--- config.mk ---
export PLATFORM = sky130hd
export DESIGN_NAME = id_stage
export DESIGN_NICKNAME = d
export VERILOG_FILES = /design/src/hw/mips_id_pkg.sv /design/src/hw/id_select_if.sv /design/src/hw/id_latch.sv /design/src/hw/inst_decoder.sv /design/src/hw/operand_select.sv /design/src/hw/id_stage.sv
export SDC_FILE = /design/constraint.sdc
export NUM_CORES = 1
export LEC_CHECK = 0
export BUFFER_PORTS_ARGS = -buffer_cell sky130_fd_sc_hd__buf_4
export CORE_AREA = 10 10 133 135
export CTS_CLUSTER_DIAMETER = 150
export DETAILED_ROUTE_END_ITERATION = 7
export DIE_AREA = 0 0 143 145
export PLACE_DENSITY = 0.59
export SYNTH_ARGS = -nofsm -noshare
export SYNTH_HDL_FRONTEND = slang
export SYNTH_SLANG_ARGS = --single-unit
--- constraint.sdc ---
create_clock -name clk -period 3.1 [get_ports clk]
set_input_delay 0.62 -clock clk [delete_from_list [all_inputs] [get_ports clk]]
set_output_delay 0.62 -clock clk [all_outputs]
set_load 0.03 [all_outputs]
--- src/hw/mips_id_pkg.sv ---
package mips_id_pkg;

	parameter int XLEN       = 32;
	parameter int REG_ADDR_W = 5;

	typedef logic [XLEN-1:0]       word_t;
	typedef logic [REG_ADDR_W-1:0] reg_addr_t;

	////////////////////////////////////////////////////////////////////////////
	// instruction fields
	////////////////////////////////////////////////////////////////////////////

	typedef enum logic [5:0] {
		OP_SPECIAL = 6'h00,
		OP_REGIMM  = 6'h01,
		OP_J       = 6'h02,
		OP_JAL     = 6'h03,
		OP_BEQ     = 6'h04,
		OP_BNE     = 6'h05,
		OP_BLEZ    = 6'h06,
		OP_BGTZ    = 6'h07,
		OP_ADDI    = 6'h08,
		OP_ADDIU   = 6'h09,
		OP_SLTI    = 6'h0a,
		OP_SLTIU   = 6'h0b,
		OP_ANDI    = 6'h0c,
		OP_ORI     = 6'h0d,
		OP_XORI    = 6'h0e,
		OP_LUI     = 6'h0f,
		OP_LB      = 6'h20,
		OP_LH      = 6'h21,
		OP_LW      = 6'h23,
		OP_LBU     = 6'h24,
		OP_LHU     = 6'h25,
		OP_SB      = 6'h28,
		OP_SH      = 6'h29,
		OP_SW      = 6'h2b
	} opcode_t;

	// function field of SPECIAL
	typedef enum logic [5:0] {
		FN_SLL     = 6'h00,
		FN_SRL     = 6'h02,
		FN_SRA     = 6'h03,
		FN_SLLV    = 6'h04,
		FN_SRLV    = 6'h06,
		FN_SRAV    = 6'h07,
		FN_JR      = 6'h08,
		FN_JALR    = 6'h09,
		FN_SYSCALL = 6'h0c,
		FN_BREAK   = 6'h0d,
		FN_MTHI    = 6'h11,
		FN_MTLO    = 6'h13,
		FN_MULT    = 6'h18,
		FN_MULTU   = 6'h19,
		FN_DIV     = 6'h1a,
		FN_DIVU    = 6'h1b,
		FN_ADD     = 6'h20,
		FN_ADDU    = 6'h21,
		FN_SUB     = 6'h22,
		FN_SUBU    = 6'h23,
		FN_AND     = 6'h24,
		FN_OR      = 6'h25,
		FN_XOR     = 6'h26,
		FN_NOR     = 6'h27,
		FN_SLT     = 6'h2a,
		FN_SLTU    = 6'h2b
	} funct_t;

	typedef enum logic [4:0] {
		RI_BLTZ   = 5'h00,
		RI_BGEZ   = 5'h01,
		RI_BLTZAL = 5'h10,
		RI_BGEZAL = 5'h11
	} regimm_t;

	////////////////////////////////////////////////////////////////////////////
	// decode results
	////////////////////////////////////////////////////////////////////////////

	typedef logic [5:0] alu_op_t; // otherwise funct or opcode of the instruction

	parameter alu_op_t ALU_ADD  = 6'b001001;
	parameter alu_op_t ALU_NONE = 6'b111111; // no alu work

	typedef enum logic [1:0] {SRC1_REG, SRC1_PC, SRC1_SA} src1_sel_t;
	typedef enum logic [1:0] {SRC2_REG, SRC2_SIMM, SRC2_ZIMM, SRC2_LINK} src2_sel_t;
	typedef enum logic [1:0] {MEM_BYTE, MEM_HALF, MEM_WORD} mem_size_t;

	parameter reg_addr_t LINK_REG    = 5'd31;
	parameter word_t     LINK_OFFSET = 32'd8; // return address past the delay slot

endpackage

--- src/hw/id_select_if.sv ---
`timescale 1ns/1ps

// operand routing, decoder to operand select
interface id_select_if;

	mips_id_pkg::src1_sel_t src1_sel;
	mips_id_pkg::src2_sel_t src2_sel;
	logic                   rs_used; // read port 1 needed
	logic                   rt_used; // read port 2 needed

	modport decoder (
		output src1_sel,
		output src2_sel,
		output rs_used,
		output rt_used
	);

	modport selector (
		input src1_sel,
		input src2_sel,
		input rs_used,
		input rt_used
	);

endinterface

--- src/hw/id_latch.sv ---
`timescale 1ns/1ps

module id_latch #(
	parameter mips_id_pkg::word_t RESET_PC = 32'h0000_0000
) (
	input  logic               clk,
	input  logic               rst_n,
	input  logic               stall,
	input  logic               clear,
	input  mips_id_pkg::word_t if_pc,
	input  logic               if_delay_slot,
	input  mips_id_pkg::word_t cache_inst,
	input  logic               cache_inst_valid,
	output logic               cache_inst_ack,
	output mips_id_pkg::word_t pc,
	output mips_id_pkg::word_t inst,
	output logic               delay_slot
);

	// no room while stalled, clearing or in reset
	assign cache_inst_ack = rst_n && !stall && !clear;

	always_ff @(posedge clk) begin
		if (!rst_n || clear) begin
			pc         <= RESET_PC;
			inst       <= '0;
			delay_slot <= 1'b0;
		end else if (cache_inst_valid && cache_inst_ack) begin
			pc         <= if_pc;
			inst       <= cache_inst;
			delay_slot <= if_delay_slot;
		end
		// otherwise hold
	end

endmodule

--- src/hw/inst_decoder.sv ---
`timescale 1ns/1ps

module inst_decoder (
	input  mips_id_pkg::word_t      inst,
	id_select_if.decoder            sel,
	output mips_id_pkg::alu_op_t    alu_op,
	output mips_id_pkg::reg_addr_t  dest,
	output logic                    is_unsigned,
	output logic                    is_mult,
	output logic                    is_div,
	output logic                    is_load,
	output logic                    is_store,
	output mips_id_pkg::mem_size_t  mem_size,
	output logic                    load_unsigned,
	output logic                    branch,
	output logic                    br_eq,
	output logic                    br_ne,
	output logic                    br_gtz_or_gez,
	output logic                    br_eq_zero,
	output logic                    br_ltz_or_lez,
	output logic                    jump,
	output logic                    jump_reg,
	output logic                    delay,
	output logic                    mthi,
	output logic                    mtlo,
	output logic                    syscall,
	output logic                    brk,
	output logic                    no_inst,
	output logic                    go_mem,
	output logic                    go_wb
);

	mips_id_pkg::opcode_t   op;
	mips_id_pkg::funct_t    fn;
	mips_id_pkg::regimm_t   ri;
	mips_id_pkg::reg_addr_t rt;
	mips_id_pkg::reg_addr_t rd;
	logic special, sa_zero, rs_zero, rt_zero, md_zero, hi_zero;

	logic ins_add, ins_addu, ins_sub, ins_subu, ins_slt, ins_sltu;
	logic ins_addi, ins_addiu, ins_slti, ins_sltiu;
	logic ins_mult, ins_multu, ins_div, ins_divu;
	logic ins_and, ins_or, ins_xor, ins_nor, ins_andi, ins_ori, ins_xori, ins_lui;
	logic ins_sll, ins_srl, ins_sra, ins_sllv, ins_srlv, ins_srav;
	logic ins_beq, ins_bne, ins_blez, ins_bgtz;
	logic ins_bltz, ins_bgez, ins_bltzal, ins_bgezal;
	logic ins_j, ins_jal, ins_jr, ins_jalr;
	logic ins_lb, ins_lbu, ins_lh, ins_lhu, ins_lw, ins_sb, ins_sh, ins_sw;

	logic arith_r, arith_i, logic_r, logic_i, shift_c, shift, muldiv;
	logic alu_r, alu_i, regimm_br, br_link;

	assign op = mips_id_pkg::opcode_t'(inst[31:26]);
	assign fn = mips_id_pkg::funct_t'(inst[5:0]);
	assign ri = mips_id_pkg::regimm_t'(inst[20:16]);
	assign rt = inst[20:16];
	assign rd = inst[15:11];

	assign special = op == mips_id_pkg::OP_SPECIAL;
	assign sa_zero = inst[10:6] == 5'd0;
	assign rs_zero = inst[25:21] == 5'd0;
	assign rt_zero = rt == 5'd0;
	assign md_zero = inst[15:6] == 10'd0; // rd and sa
	assign hi_zero = inst[20:6] == 15'd0; // rt, rd and sa

	////////////////////////////////////////////////////////////////////////////
	// recognition
	////////////////////////////////////////////////////////////////////////////

	assign ins_add   = special && sa_zero && fn == mips_id_pkg::FN_ADD;
	assign ins_addu  = special && sa_zero && fn == mips_id_pkg::FN_ADDU;
	assign ins_sub   = special && sa_zero && fn == mips_id_pkg::FN_SUB;
	assign ins_subu  = special && sa_zero && fn == mips_id_pkg::FN_SUBU;
	assign ins_slt   = special && sa_zero && fn == mips_id_pkg::FN_SLT;
	assign ins_sltu  = special && sa_zero && fn == mips_id_pkg::FN_SLTU;
	assign ins_and   = special && sa_zero && fn == mips_id_pkg::FN_AND;
	assign ins_or    = special && sa_zero && fn == mips_id_pkg::FN_OR;
	assign ins_xor   = special && sa_zero && fn == mips_id_pkg::FN_XOR;
	assign ins_nor   = special && sa_zero && fn == mips_id_pkg::FN_NOR;
	assign ins_sllv  = special && sa_zero && fn == mips_id_pkg::FN_SLLV;
	assign ins_srlv  = special && sa_zero && fn == mips_id_pkg::FN_SRLV;
	assign ins_srav  = special && sa_zero && fn == mips_id_pkg::FN_SRAV;
	assign ins_sll   = special && rs_zero && fn == mips_id_pkg::FN_SLL; // also nop
	assign ins_srl   = special && rs_zero && fn == mips_id_pkg::FN_SRL;
	assign ins_sra   = special && rs_zero && fn == mips_id_pkg::FN_SRA;
	assign ins_mult  = special && md_zero && fn == mips_id_pkg::FN_MULT;
	assign ins_multu = special && md_zero && fn == mips_id_pkg::FN_MULTU;
	assign ins_div   = special && md_zero && fn == mips_id_pkg::FN_DIV;
	assign ins_divu  = special && md_zero && fn == mips_id_pkg::FN_DIVU;
	assign ins_jr    = special && hi_zero && fn == mips_id_pkg::FN_JR;
	assign ins_jalr  = special && rt_zero && sa_zero && fn == mips_id_pkg::FN_JALR;
	assign mthi      = special && hi_zero && fn == mips_id_pkg::FN_MTHI;
	assign mtlo      = special && hi_zero && fn == mips_id_pkg::FN_MTLO;
	assign syscall   = special && fn == mips_id_pkg::FN_SYSCALL; // code field is free
	assign brk       = special && fn == mips_id_pkg::FN_BREAK;

	assign ins_addi  = op == mips_id_pkg::OP_ADDI;
	assign ins_addiu = op == mips_id_pkg::OP_ADDIU;
	assign ins_slti  = op == mips_id_pkg::OP_SLTI;
	assign ins_sltiu = op == mips_id_pkg::OP_SLTIU;
	assign ins_andi  = op == mips_id_pkg::OP_ANDI;
	assign ins_ori   = op == mips_id_pkg::OP_ORI;
	assign ins_xori  = op == mips_id_pkg::OP_XORI;
	assign ins_lui   = op == mips_id_pkg::OP_LUI && rs_zero;

	assign ins_beq    = op == mips_id_pkg::OP_BEQ;
	assign ins_bne    = op == mips_id_pkg::OP_BNE;
	assign ins_blez   = op == mips_id_pkg::OP_BLEZ && rt_zero;
	assign ins_bgtz   = op == mips_id_pkg::OP_BGTZ && rt_zero;
	assign ins_bltz   = op == mips_id_pkg::OP_REGIMM && ri == mips_id_pkg::RI_BLTZ;
	assign ins_bgez   = op == mips_id_pkg::OP_REGIMM && ri == mips_id_pkg::RI_BGEZ;
	assign ins_bltzal = op == mips_id_pkg::OP_REGIMM && ri == mips_id_pkg::RI_BLTZAL;
	assign ins_bgezal = op == mips_id_pkg::OP_REGIMM && ri == mips_id_pkg::RI_BGEZAL;
	assign ins_j      = op == mips_id_pkg::OP_J;
	assign ins_jal    = op == mips_id_pkg::OP_JAL;

	assign ins_lb  = op == mips_id_pkg::OP_LB;
	assign ins_lbu = op == mips_id_pkg::OP_LBU;
	assign ins_lh  = op == mips_id_pkg::OP_LH;
	assign ins_lhu = op == mips_id_pkg::OP_LHU;
	assign ins_lw  = op == mips_id_pkg::OP_LW;
	assign ins_sb  = op == mips_id_pkg::OP_SB;
	assign ins_sh  = op == mips_id_pkg::OP_SH;
	assign ins_sw  = op == mips_id_pkg::OP_SW;

	////////////////////////////////////////////////////////////////////////////
	// classes
	////////////////////////////////////////////////////////////////////////////

	assign arith_r   = ins_add | ins_addu | ins_sub | ins_subu | ins_slt | ins_sltu;
	assign arith_i   = ins_addi | ins_addiu | ins_slti | ins_sltiu;
	assign logic_r   = ins_and | ins_or | ins_xor | ins_nor;
	assign logic_i   = ins_andi | ins_ori | ins_xori | ins_lui;
	assign shift_c   = ins_sll | ins_srl | ins_sra;
	assign shift     = shift_c | ins_sllv | ins_srlv | ins_srav;
	assign muldiv    = ins_mult | ins_multu | ins_div | ins_divu;
	assign alu_r     = arith_r | logic_r | shift;
	assign alu_i     = arith_i | logic_i;
	assign regimm_br = ins_bltz | ins_bgez | ins_bltzal | ins_bgezal;
	assign br_link   = ins_bltzal | ins_bgezal;

	assign is_load  = ins_lb | ins_lbu | ins_lh | ins_lhu | ins_lw;
	assign is_store = ins_sb | ins_sh | ins_sw;
	assign branch   = ins_beq | ins_bne | ins_blez | ins_bgtz | regimm_br;
	assign jump     = ins_j | ins_jal;
	assign jump_reg = ins_jr | ins_jalr;

	assign is_unsigned   = ins_addu | ins_subu | ins_sltu | ins_addiu | ins_sltiu
		| ins_multu | ins_divu;
	assign is_mult       = ins_mult | ins_multu;
	assign is_div        = ins_div | ins_divu;
	assign load_unsigned = ins_lbu | ins_lhu;

	assign br_eq         = ins_beq;
	assign br_ne         = ins_bne;
	assign br_gtz_or_gez = ins_bgez | ins_bgtz | ins_bgezal;
	assign br_eq_zero    = ins_bgez | ins_blez | ins_bgezal;
	assign br_ltz_or_lez = ins_blez | ins_bltz | ins_bltzal;

	assign delay   = branch | jump | jump_reg;
	assign go_mem  = is_load;
	assign go_wb   = alu_r | alu_i | jump | jump_reg | branch;
	assign no_inst = !(alu_r | alu_i | muldiv | branch | jump | jump_reg | is_load
		| is_store | mthi | mtlo | syscall | brk);

	always_comb begin
		if (alu_r)
			alu_op = inst[5:0];
		else if (alu_i)
			alu_op = inst[31:26];
		else if (is_load || is_store || jump_reg)
			alu_op = mips_id_pkg::ALU_ADD; // address or target add
		else
			alu_op = mips_id_pkg::ALU_NONE;
	end

	always_comb begin
		if (alu_r || ins_jalr)
			dest = rd;
		else if (alu_i || is_load)
			dest = rt;
		else if (br_link || ins_jal)
			dest = mips_id_pkg::LINK_REG;
		else
			dest = '0;
	end

	always_comb begin
		if (ins_lb || ins_lbu || ins_sb)
			mem_size = mips_id_pkg::MEM_BYTE;
		else if (ins_lh || ins_lhu || ins_sh)
			mem_size = mips_id_pkg::MEM_HALF;
		else
			mem_size = mips_id_pkg::MEM_WORD;
	end

	// operand routing
	always_comb begin
		if (br_link || ins_jal || ins_jalr)
			sel.src1_sel = mips_id_pkg::SRC1_PC;
		else if (shift_c)
			sel.src1_sel = mips_id_pkg::SRC1_SA;
		else
			sel.src1_sel = mips_id_pkg::SRC1_REG;

		if (is_load || is_store || arith_i)
			sel.src2_sel = mips_id_pkg::SRC2_SIMM;
		else if (logic_i)
			sel.src2_sel = mips_id_pkg::SRC2_ZIMM;
		else if (br_link || ins_jal || ins_jalr)
			sel.src2_sel = mips_id_pkg::SRC2_LINK;
		else
			sel.src2_sel = mips_id_pkg::SRC2_REG; // branches compare registers
	end

	assign sel.rs_used = !(jump | syscall | brk);
	assign sel.rt_used = !(alu_i | regimm_br | jump | is_load | syscall | brk);

endmodule

--- src/hw/operand_select.sv ---
`timescale 1ns/1ps

module operand_select (
	input  mips_id_pkg::word_t     pc,
	input  mips_id_pkg::word_t     inst,
	id_select_if.selector          sel,
	input  mips_id_pkg::word_t     reg_rdata1,
	input  mips_id_pkg::word_t     reg_rdata2,
	output mips_id_pkg::reg_addr_t reg_raddr1,
	output mips_id_pkg::reg_addr_t reg_raddr2,
	output mips_id_pkg::word_t     vsrc1,
	output mips_id_pkg::word_t     vsrc2,
	output mips_id_pkg::word_t     jr_target,
	output logic [25:0]            j_index
);

	localparam int HALF = mips_id_pkg::XLEN / 2;

	// unused ports read r0
	assign reg_raddr1 = sel.rs_used ? inst[25:21] : '0;
	assign reg_raddr2 = sel.rt_used ? inst[20:16] : '0;

	always_comb begin
		case (sel.src1_sel)
			mips_id_pkg::SRC1_REG: vsrc1 = reg_rdata1;
			mips_id_pkg::SRC1_PC:  vsrc1 = pc; // link base
			mips_id_pkg::SRC1_SA:  vsrc1 = {{(mips_id_pkg::XLEN-5){1'b0}}, inst[10:6]};
			default:               vsrc1 = '0;
		endcase
	end

	always_comb begin
		case (sel.src2_sel)
			mips_id_pkg::SRC2_REG:  vsrc2 = reg_rdata2;
			mips_id_pkg::SRC2_SIMM: vsrc2 = {{HALF{inst[15]}}, inst[15:0]};
			mips_id_pkg::SRC2_ZIMM: vsrc2 = {{HALF{1'b0}}, inst[15:0]};
			mips_id_pkg::SRC2_LINK: vsrc2 = mips_id_pkg::LINK_OFFSET;
			default:                vsrc2 = '0;
		endcase
	end

	assign jr_target = reg_rdata1;
	assign j_index   = inst[25:0]; // instr_index for j/jal

endmodule

--- src/hw/id_stage.sv ---
`timescale 1ns/1ps

module id_stage #(
	parameter mips_id_pkg::word_t RESET_PC = 32'hbfc0_0000
) (
	input  logic                   clk,
	input  logic                   rst_n,
	input  logic                   stall,
	input  logic                   clear,
	input  mips_id_pkg::word_t     if_pc,
	input  logic                   if_delay_slot,
	input  mips_id_pkg::word_t     cache_inst,
	input  logic                   cache_inst_valid,
	output logic                   cache_inst_ack,

	// register file
	output mips_id_pkg::reg_addr_t reg_raddr1,
	output mips_id_pkg::reg_addr_t reg_raddr2,
	input  mips_id_pkg::word_t     reg_rdata1,
	input  mips_id_pkg::word_t     reg_rdata2,

	output mips_id_pkg::word_t     id_pc,
	output mips_id_pkg::word_t     id_inst,
	output logic                   id_delay_slot,

	// decode
	output mips_id_pkg::alu_op_t   alu_op,
	output mips_id_pkg::reg_addr_t dest,
	output logic                   is_unsigned,
	output logic                   is_mult,
	output logic                   is_div,
	output logic                   is_load,
	output logic                   is_store,
	output mips_id_pkg::mem_size_t mem_size,
	output logic                   load_unsigned,
	output logic                   branch,
	output logic                   br_eq,
	output logic                   br_ne,
	output logic                   br_gtz_or_gez,
	output logic                   br_eq_zero,
	output logic                   br_ltz_or_lez,
	output logic                   jump,
	output logic                   jump_reg,
	output logic                   delay,
	output logic                   mthi,
	output logic                   mtlo,
	output logic                   syscall,
	output logic                   brk,
	output logic                   no_inst,
	output logic                   go_mem,
	output logic                   go_wb,

	// operands
	output mips_id_pkg::word_t     vsrc1,
	output mips_id_pkg::word_t     vsrc2,
	output mips_id_pkg::word_t     jr_target,
	output logic [25:0]            j_index
);

	id_select_if sel_if ();

	id_latch #(
		.RESET_PC (RESET_PC)
	) u_latch (
		.clk              (clk),
		.rst_n            (rst_n),
		.stall            (stall),
		.clear            (clear),
		.if_pc            (if_pc),
		.if_delay_slot    (if_delay_slot),
		.cache_inst       (cache_inst),
		.cache_inst_valid (cache_inst_valid),
		.cache_inst_ack   (cache_inst_ack),
		.pc               (id_pc),
		.inst             (id_inst),
		.delay_slot       (id_delay_slot)
	);

	inst_decoder u_decoder (
		.inst          (id_inst),
		.sel           (sel_if),
		.alu_op        (alu_op),
		.dest          (dest),
		.is_unsigned   (is_unsigned),
		.is_mult       (is_mult),
		.is_div        (is_div),
		.is_load       (is_load),
		.is_store      (is_store),
		.mem_size      (mem_size),
		.load_unsigned (load_unsigned),
		.branch        (branch),
		.br_eq         (br_eq),
		.br_ne         (br_ne),
		.br_gtz_or_gez (br_gtz_or_gez),
		.br_eq_zero    (br_eq_zero),
		.br_ltz_or_lez (br_ltz_or_lez),
		.jump          (jump),
		.jump_reg      (jump_reg),
		.delay         (delay),
		.mthi          (mthi),
		.mtlo          (mtlo),
		.syscall       (syscall),
		.brk           (brk),
		.no_inst       (no_inst),
		.go_mem        (go_mem),
		.go_wb         (go_wb)
	);

	operand_select u_select (
		.pc         (id_pc),
		.inst       (id_inst),
		.sel        (sel_if),
		.reg_rdata1 (reg_rdata1),
		.reg_rdata2 (reg_rdata2),
		.reg_raddr1 (reg_raddr1),
		.reg_raddr2 (reg_raddr2),
		.vsrc1      (vsrc1),
		.vsrc2      (vsrc2),
		.jr_target  (jr_target),
		.j_index    (j_index)
	);

endmodule

==> flow_metrics.py <==
metrics = {
    "yosys": {
        "synth_cells": 626,
        "netlist.area_leader.share_pct": 30.4,
        "netlist_top_cells_area": "sky130_fd_sc_hd__dfxtp_1 30%, sky130_fd_sc_hd__nand2_1 16%, sky130_fd_sc_hd__buf_4 10%",
        "post-synth-top-area-cell": "sky130_fd_sc_hd__dfxtp_1",
        "synth_sequential_area_ratio_pct": 30.4,
        "yosysUniqueCellTypes": 48,
        "dominantRegCellSynth": "sky130_fd_sc_hd__dfxtp_1",
        "syn-mean-instance-area_um2": 6.84,
        "synth-async-reset-ratio_pct": 0,
        "synth_edf_count": 0,
        "count_of_state_elements_after_synthesis": 65,
        "netlist_area_pre_place_um2": 4280,
        "yosysWarningCount": 0,
        "mappedNetlistNets": 760,
    },
    "grt": {
        "wire_length_of_the_first_global_routing_pass_mm": 33.6,
        "initial_antenna_violation_count": 0,
        "grt-ovfl-total": 0,
        "global_route.usage.total_pct": 20.8,
        "first_global_vias": 5523,
        "grt_max_degree": 50,
    },
    "pwr": {
        "p_seq_share_pct": 29.2,
        "netSwitchingPower_w": 0.00108,
        "leakagePower_nw": 3.88,
        "report.power.total_w": 0.00302,
        "ir_drop_v": 0.000209,
        "cellInternalPower_w": 0.00194,
        "clkPwrFrac_pct": 34.0,
        "power.combinational.fraction_pct": 36.8,
        "power_switching_share_pct": 35.7,
        "cellPowerDensity_nw_per_um2": 410,
    },
    "place": {
        "post-place-ws_ps": 120,
        "buffer_ports.inserted": 366,
        "hpwl_mm": 18.7,
        "place.gp.congestion": 0.974,
    },
    "detailed_routing": {
        "routed_wire_length_per_instance_um": 20.6,
        "via_per_inst": 4.82,
        "vias": 5456,
        "first_iter_violations": 236,
        "route.final.wire_length_mm": 23.3,
        "dr.pass1.iters": 4,
        "route.detailed.drc": 0,
        "detail-route-antenna-nets": 0,
    },
    "sta": {
        "max_freq_mhz": 329,
        "clock-skew-final_ps": 0,
        "post-route-min-period_ps": 3040,
        "drv_slew": 0,
        "timing.final.hold_violations": 0,
        "worst_slew_margin_rel_pct": 59.8,
        "whs_ps": 454,
        "fin_setup_tns_ps": 0,
        "timing_worst_slew_pin_value_ps": 601,
        "final.period_utilization_pct": 97.9,
        "setup_repair_after_global_routing_missed_its_margin": "true",
        "layout_setup_ws_ps": 63.7,
        "finalSetupViolCount": 0,
    },
    "floorplan": {
        "io_pins": 367,
        "floorplan.core_area_um2": 15000,
        "initial_util_pct": 28.5,
        "die_area_um2": 20700,
        "die_height_um": 145,
        "die-width_um": 143,
        "rows": 45,
    },
    "worst_setup_path": {
        "crit_path_max_incr_delay_ps": 540,
        "arrival_ps": 2420,
        "timing.setup.critical_path_class": "register to output pin",
        "critical_path_peak_fanout": 11,
        "kind_of_launch_point_of_the_worst_setup_path": "register",
        "cpMaxStageDelayCell": "sky130_fd_sc_hd__or4_4",
        "timing.critical_path.cells": "or4_4 -> nor3_4 -> a41o_4 -> nor2_4 -> buf_4 -> a22o_1 -> buf_6",
        "critical_path_end_type": "output pin",
        "cp.required_ps": 2480,
        "critPathBufInv": 2,
        "crit_family": "simple AND/OR/NAND/NOR gates",
    },
    "finish": {
        "commonest_non_fill_non_tap_cells_in_the_layout": "400 x sky130_fd_sc_hd__buf_4, 177 x sky130_fd_sc_hd__nand2_1, 61 x sky130_fd_sc_hd__dfxtp_1, 56 x sky130_fd_sc_hd__nand3_1, 38 x sky130_fd_sc_hd__o21ai_0",
        "fin_util_pct": 49.0,
        "final_layout_size_suffix_gt1_share_pct": 47.0,
        "nets": 1073,
        "layout.cells.most_common": "sky130_fd_sc_hd__buf_4",
        "area.growth.synth_to_final_pct": 72.2,
        "insertedDiodeCount": 0,
    },
    "cts": {
        "cts.sink_count": 65,
        "cts-root-to-sink-buffers": 2,
        "cts_hold_buffers": 0,
        "clk_pin_slew_worst_paths_ps": 50,
        "insertion_delay_ps": 330,
        "clk_root_buffer_cell": "sky130_fd_sc_hd__clkbuf_16",
        "cts-buffers-inserted": 9,
        "cts-htree-levels": 3,
        "cts_tree": "built",
    },
    "min_path": {
        "hp-class": "register to register",
    },
    "flow_run": {
        "drv_cap": 0,
    },
    "outcome": {
        "status": "finished, final reports clean",
    },
}
[layer usage]
layer / track usage [%] / wire [um]
met5: 0 / 0
met4: 6.55 / 402
met3: 8.93 / 2550
met2: 35.1 / 11400
met1: 22.7 / 9020
[cells by family (layout without fill, tap and decap cells)]
logic type / Yosys count / count (layout) / share of synthesized area (%)
compound gates: 108 / 108 / 17.5
simple gates: 339 / 339 / 36.0
buf+inv: 114 / 432 / 16.1
flops: 65 / 65 / 30.4
[cells in the mapped netlist, types with 8 or more instances]
library cell and number:
sky130_fd_sc_hd__nand2_1 178, sky130_fd_sc_hd__dfxtp_1 65, sky130_fd_sc_hd__buf_4 59, sky130_fd_sc_hd__nand3_1 56, sky130_fd_sc_hd__o21ai_0 39, sky130_fd_sc_hd__nor2_1 36, sky130_fd_sc_hd__clkbuf_1 29, sky130_fd_sc_hd__a21o_1 16
sky130_fd_sc_hd__a22o_1 15, sky130_fd_sc_hd__nor3_1 15, sky130_fd_sc_hd__nor2b_1 11, sky130_fd_sc_hd__buf_2 8, sky130_fd_sc_hd__inv_1 8
[power by group through the flow]
stage / combinational, W / clock [W] / sequential (W)
detailed placement: 0.00110 / 0 / 0.000900
global route: 0.00117 / 0.00109 / 0.000886
floorplan: 0.000585 / 0 / 0.000934
CTS: 0.00111 / 0.00106 / 0.000883
global placement: 0.00110 / 0 / 0.000900
finish: 0.00111 / 0.00103 / 0.000883
[sequential cells by signal, summed over array words and instances (netlist names)]
signal	cells
u_latch.delay_slot	1
u_latch.inst	32
u_latch.pc	32
[final cells by class]
type,count,area (um2)
Clock buffer,12,246
Clock inverter,4,51.3
Fill cell,1549,7660
Inverter,8,30.0
Multi-Input combinational cell,447,2370
Sequential cell,65,1310
Tap cell,188,235
Timing Repair Buffer,408,3130
[per-stage QoR]
stage,area [um2],cells
after detailed placement,6910,1111
after CTS,7260,1128
after global placement,6910,1111
final,7370,1132
after global routing,7370,1132
after floorplan,4290,626
[final timing paths]
check                                                startpoint                              end  slack, ps  depth (start not counted)
worst max-delay path               u_latch.inst[7]$_SDFFE_PP0P_                         vsrc2[2]         60                          7
worst min-delay path            u_latch.delay_slot$_SDFFE_PP0P_  u_latch.delay_slot$_SDFFE_PP0P_        450                          2
worst max register to register    u_latch.inst[27]$_SDFFE_PP0P_    u_latch.inst[27]$_SDFFE_PP0P_       1930                          3
worst min register to register  u_latch.delay_slot$_SDFFE_PP0P_  u_latch.delay_slot$_SDFFE_PP0P_        450                          2
[tightest hold or removal path: stages (launching register included)]
cell and delay (ps):
sky130_fd_sc_hd__dfxtp_1 300, sky130_fd_sc_hd__nand3_1 60, sky130_fd_sc_hd__nand2_1 50
[timing repair]
| action | 4_1_cts | 5_1_grt |
|---|---|---|
| pin swaps | 1 | 3 |
| setup endpoints to repair | 52 | 79 |
| cloned | 0 | 1 |
| gates resized for setup | 11 | 16 |
| buffers inserted | 1 | 3 |
No activity file was read; power rests on OpenSTA's default activity.
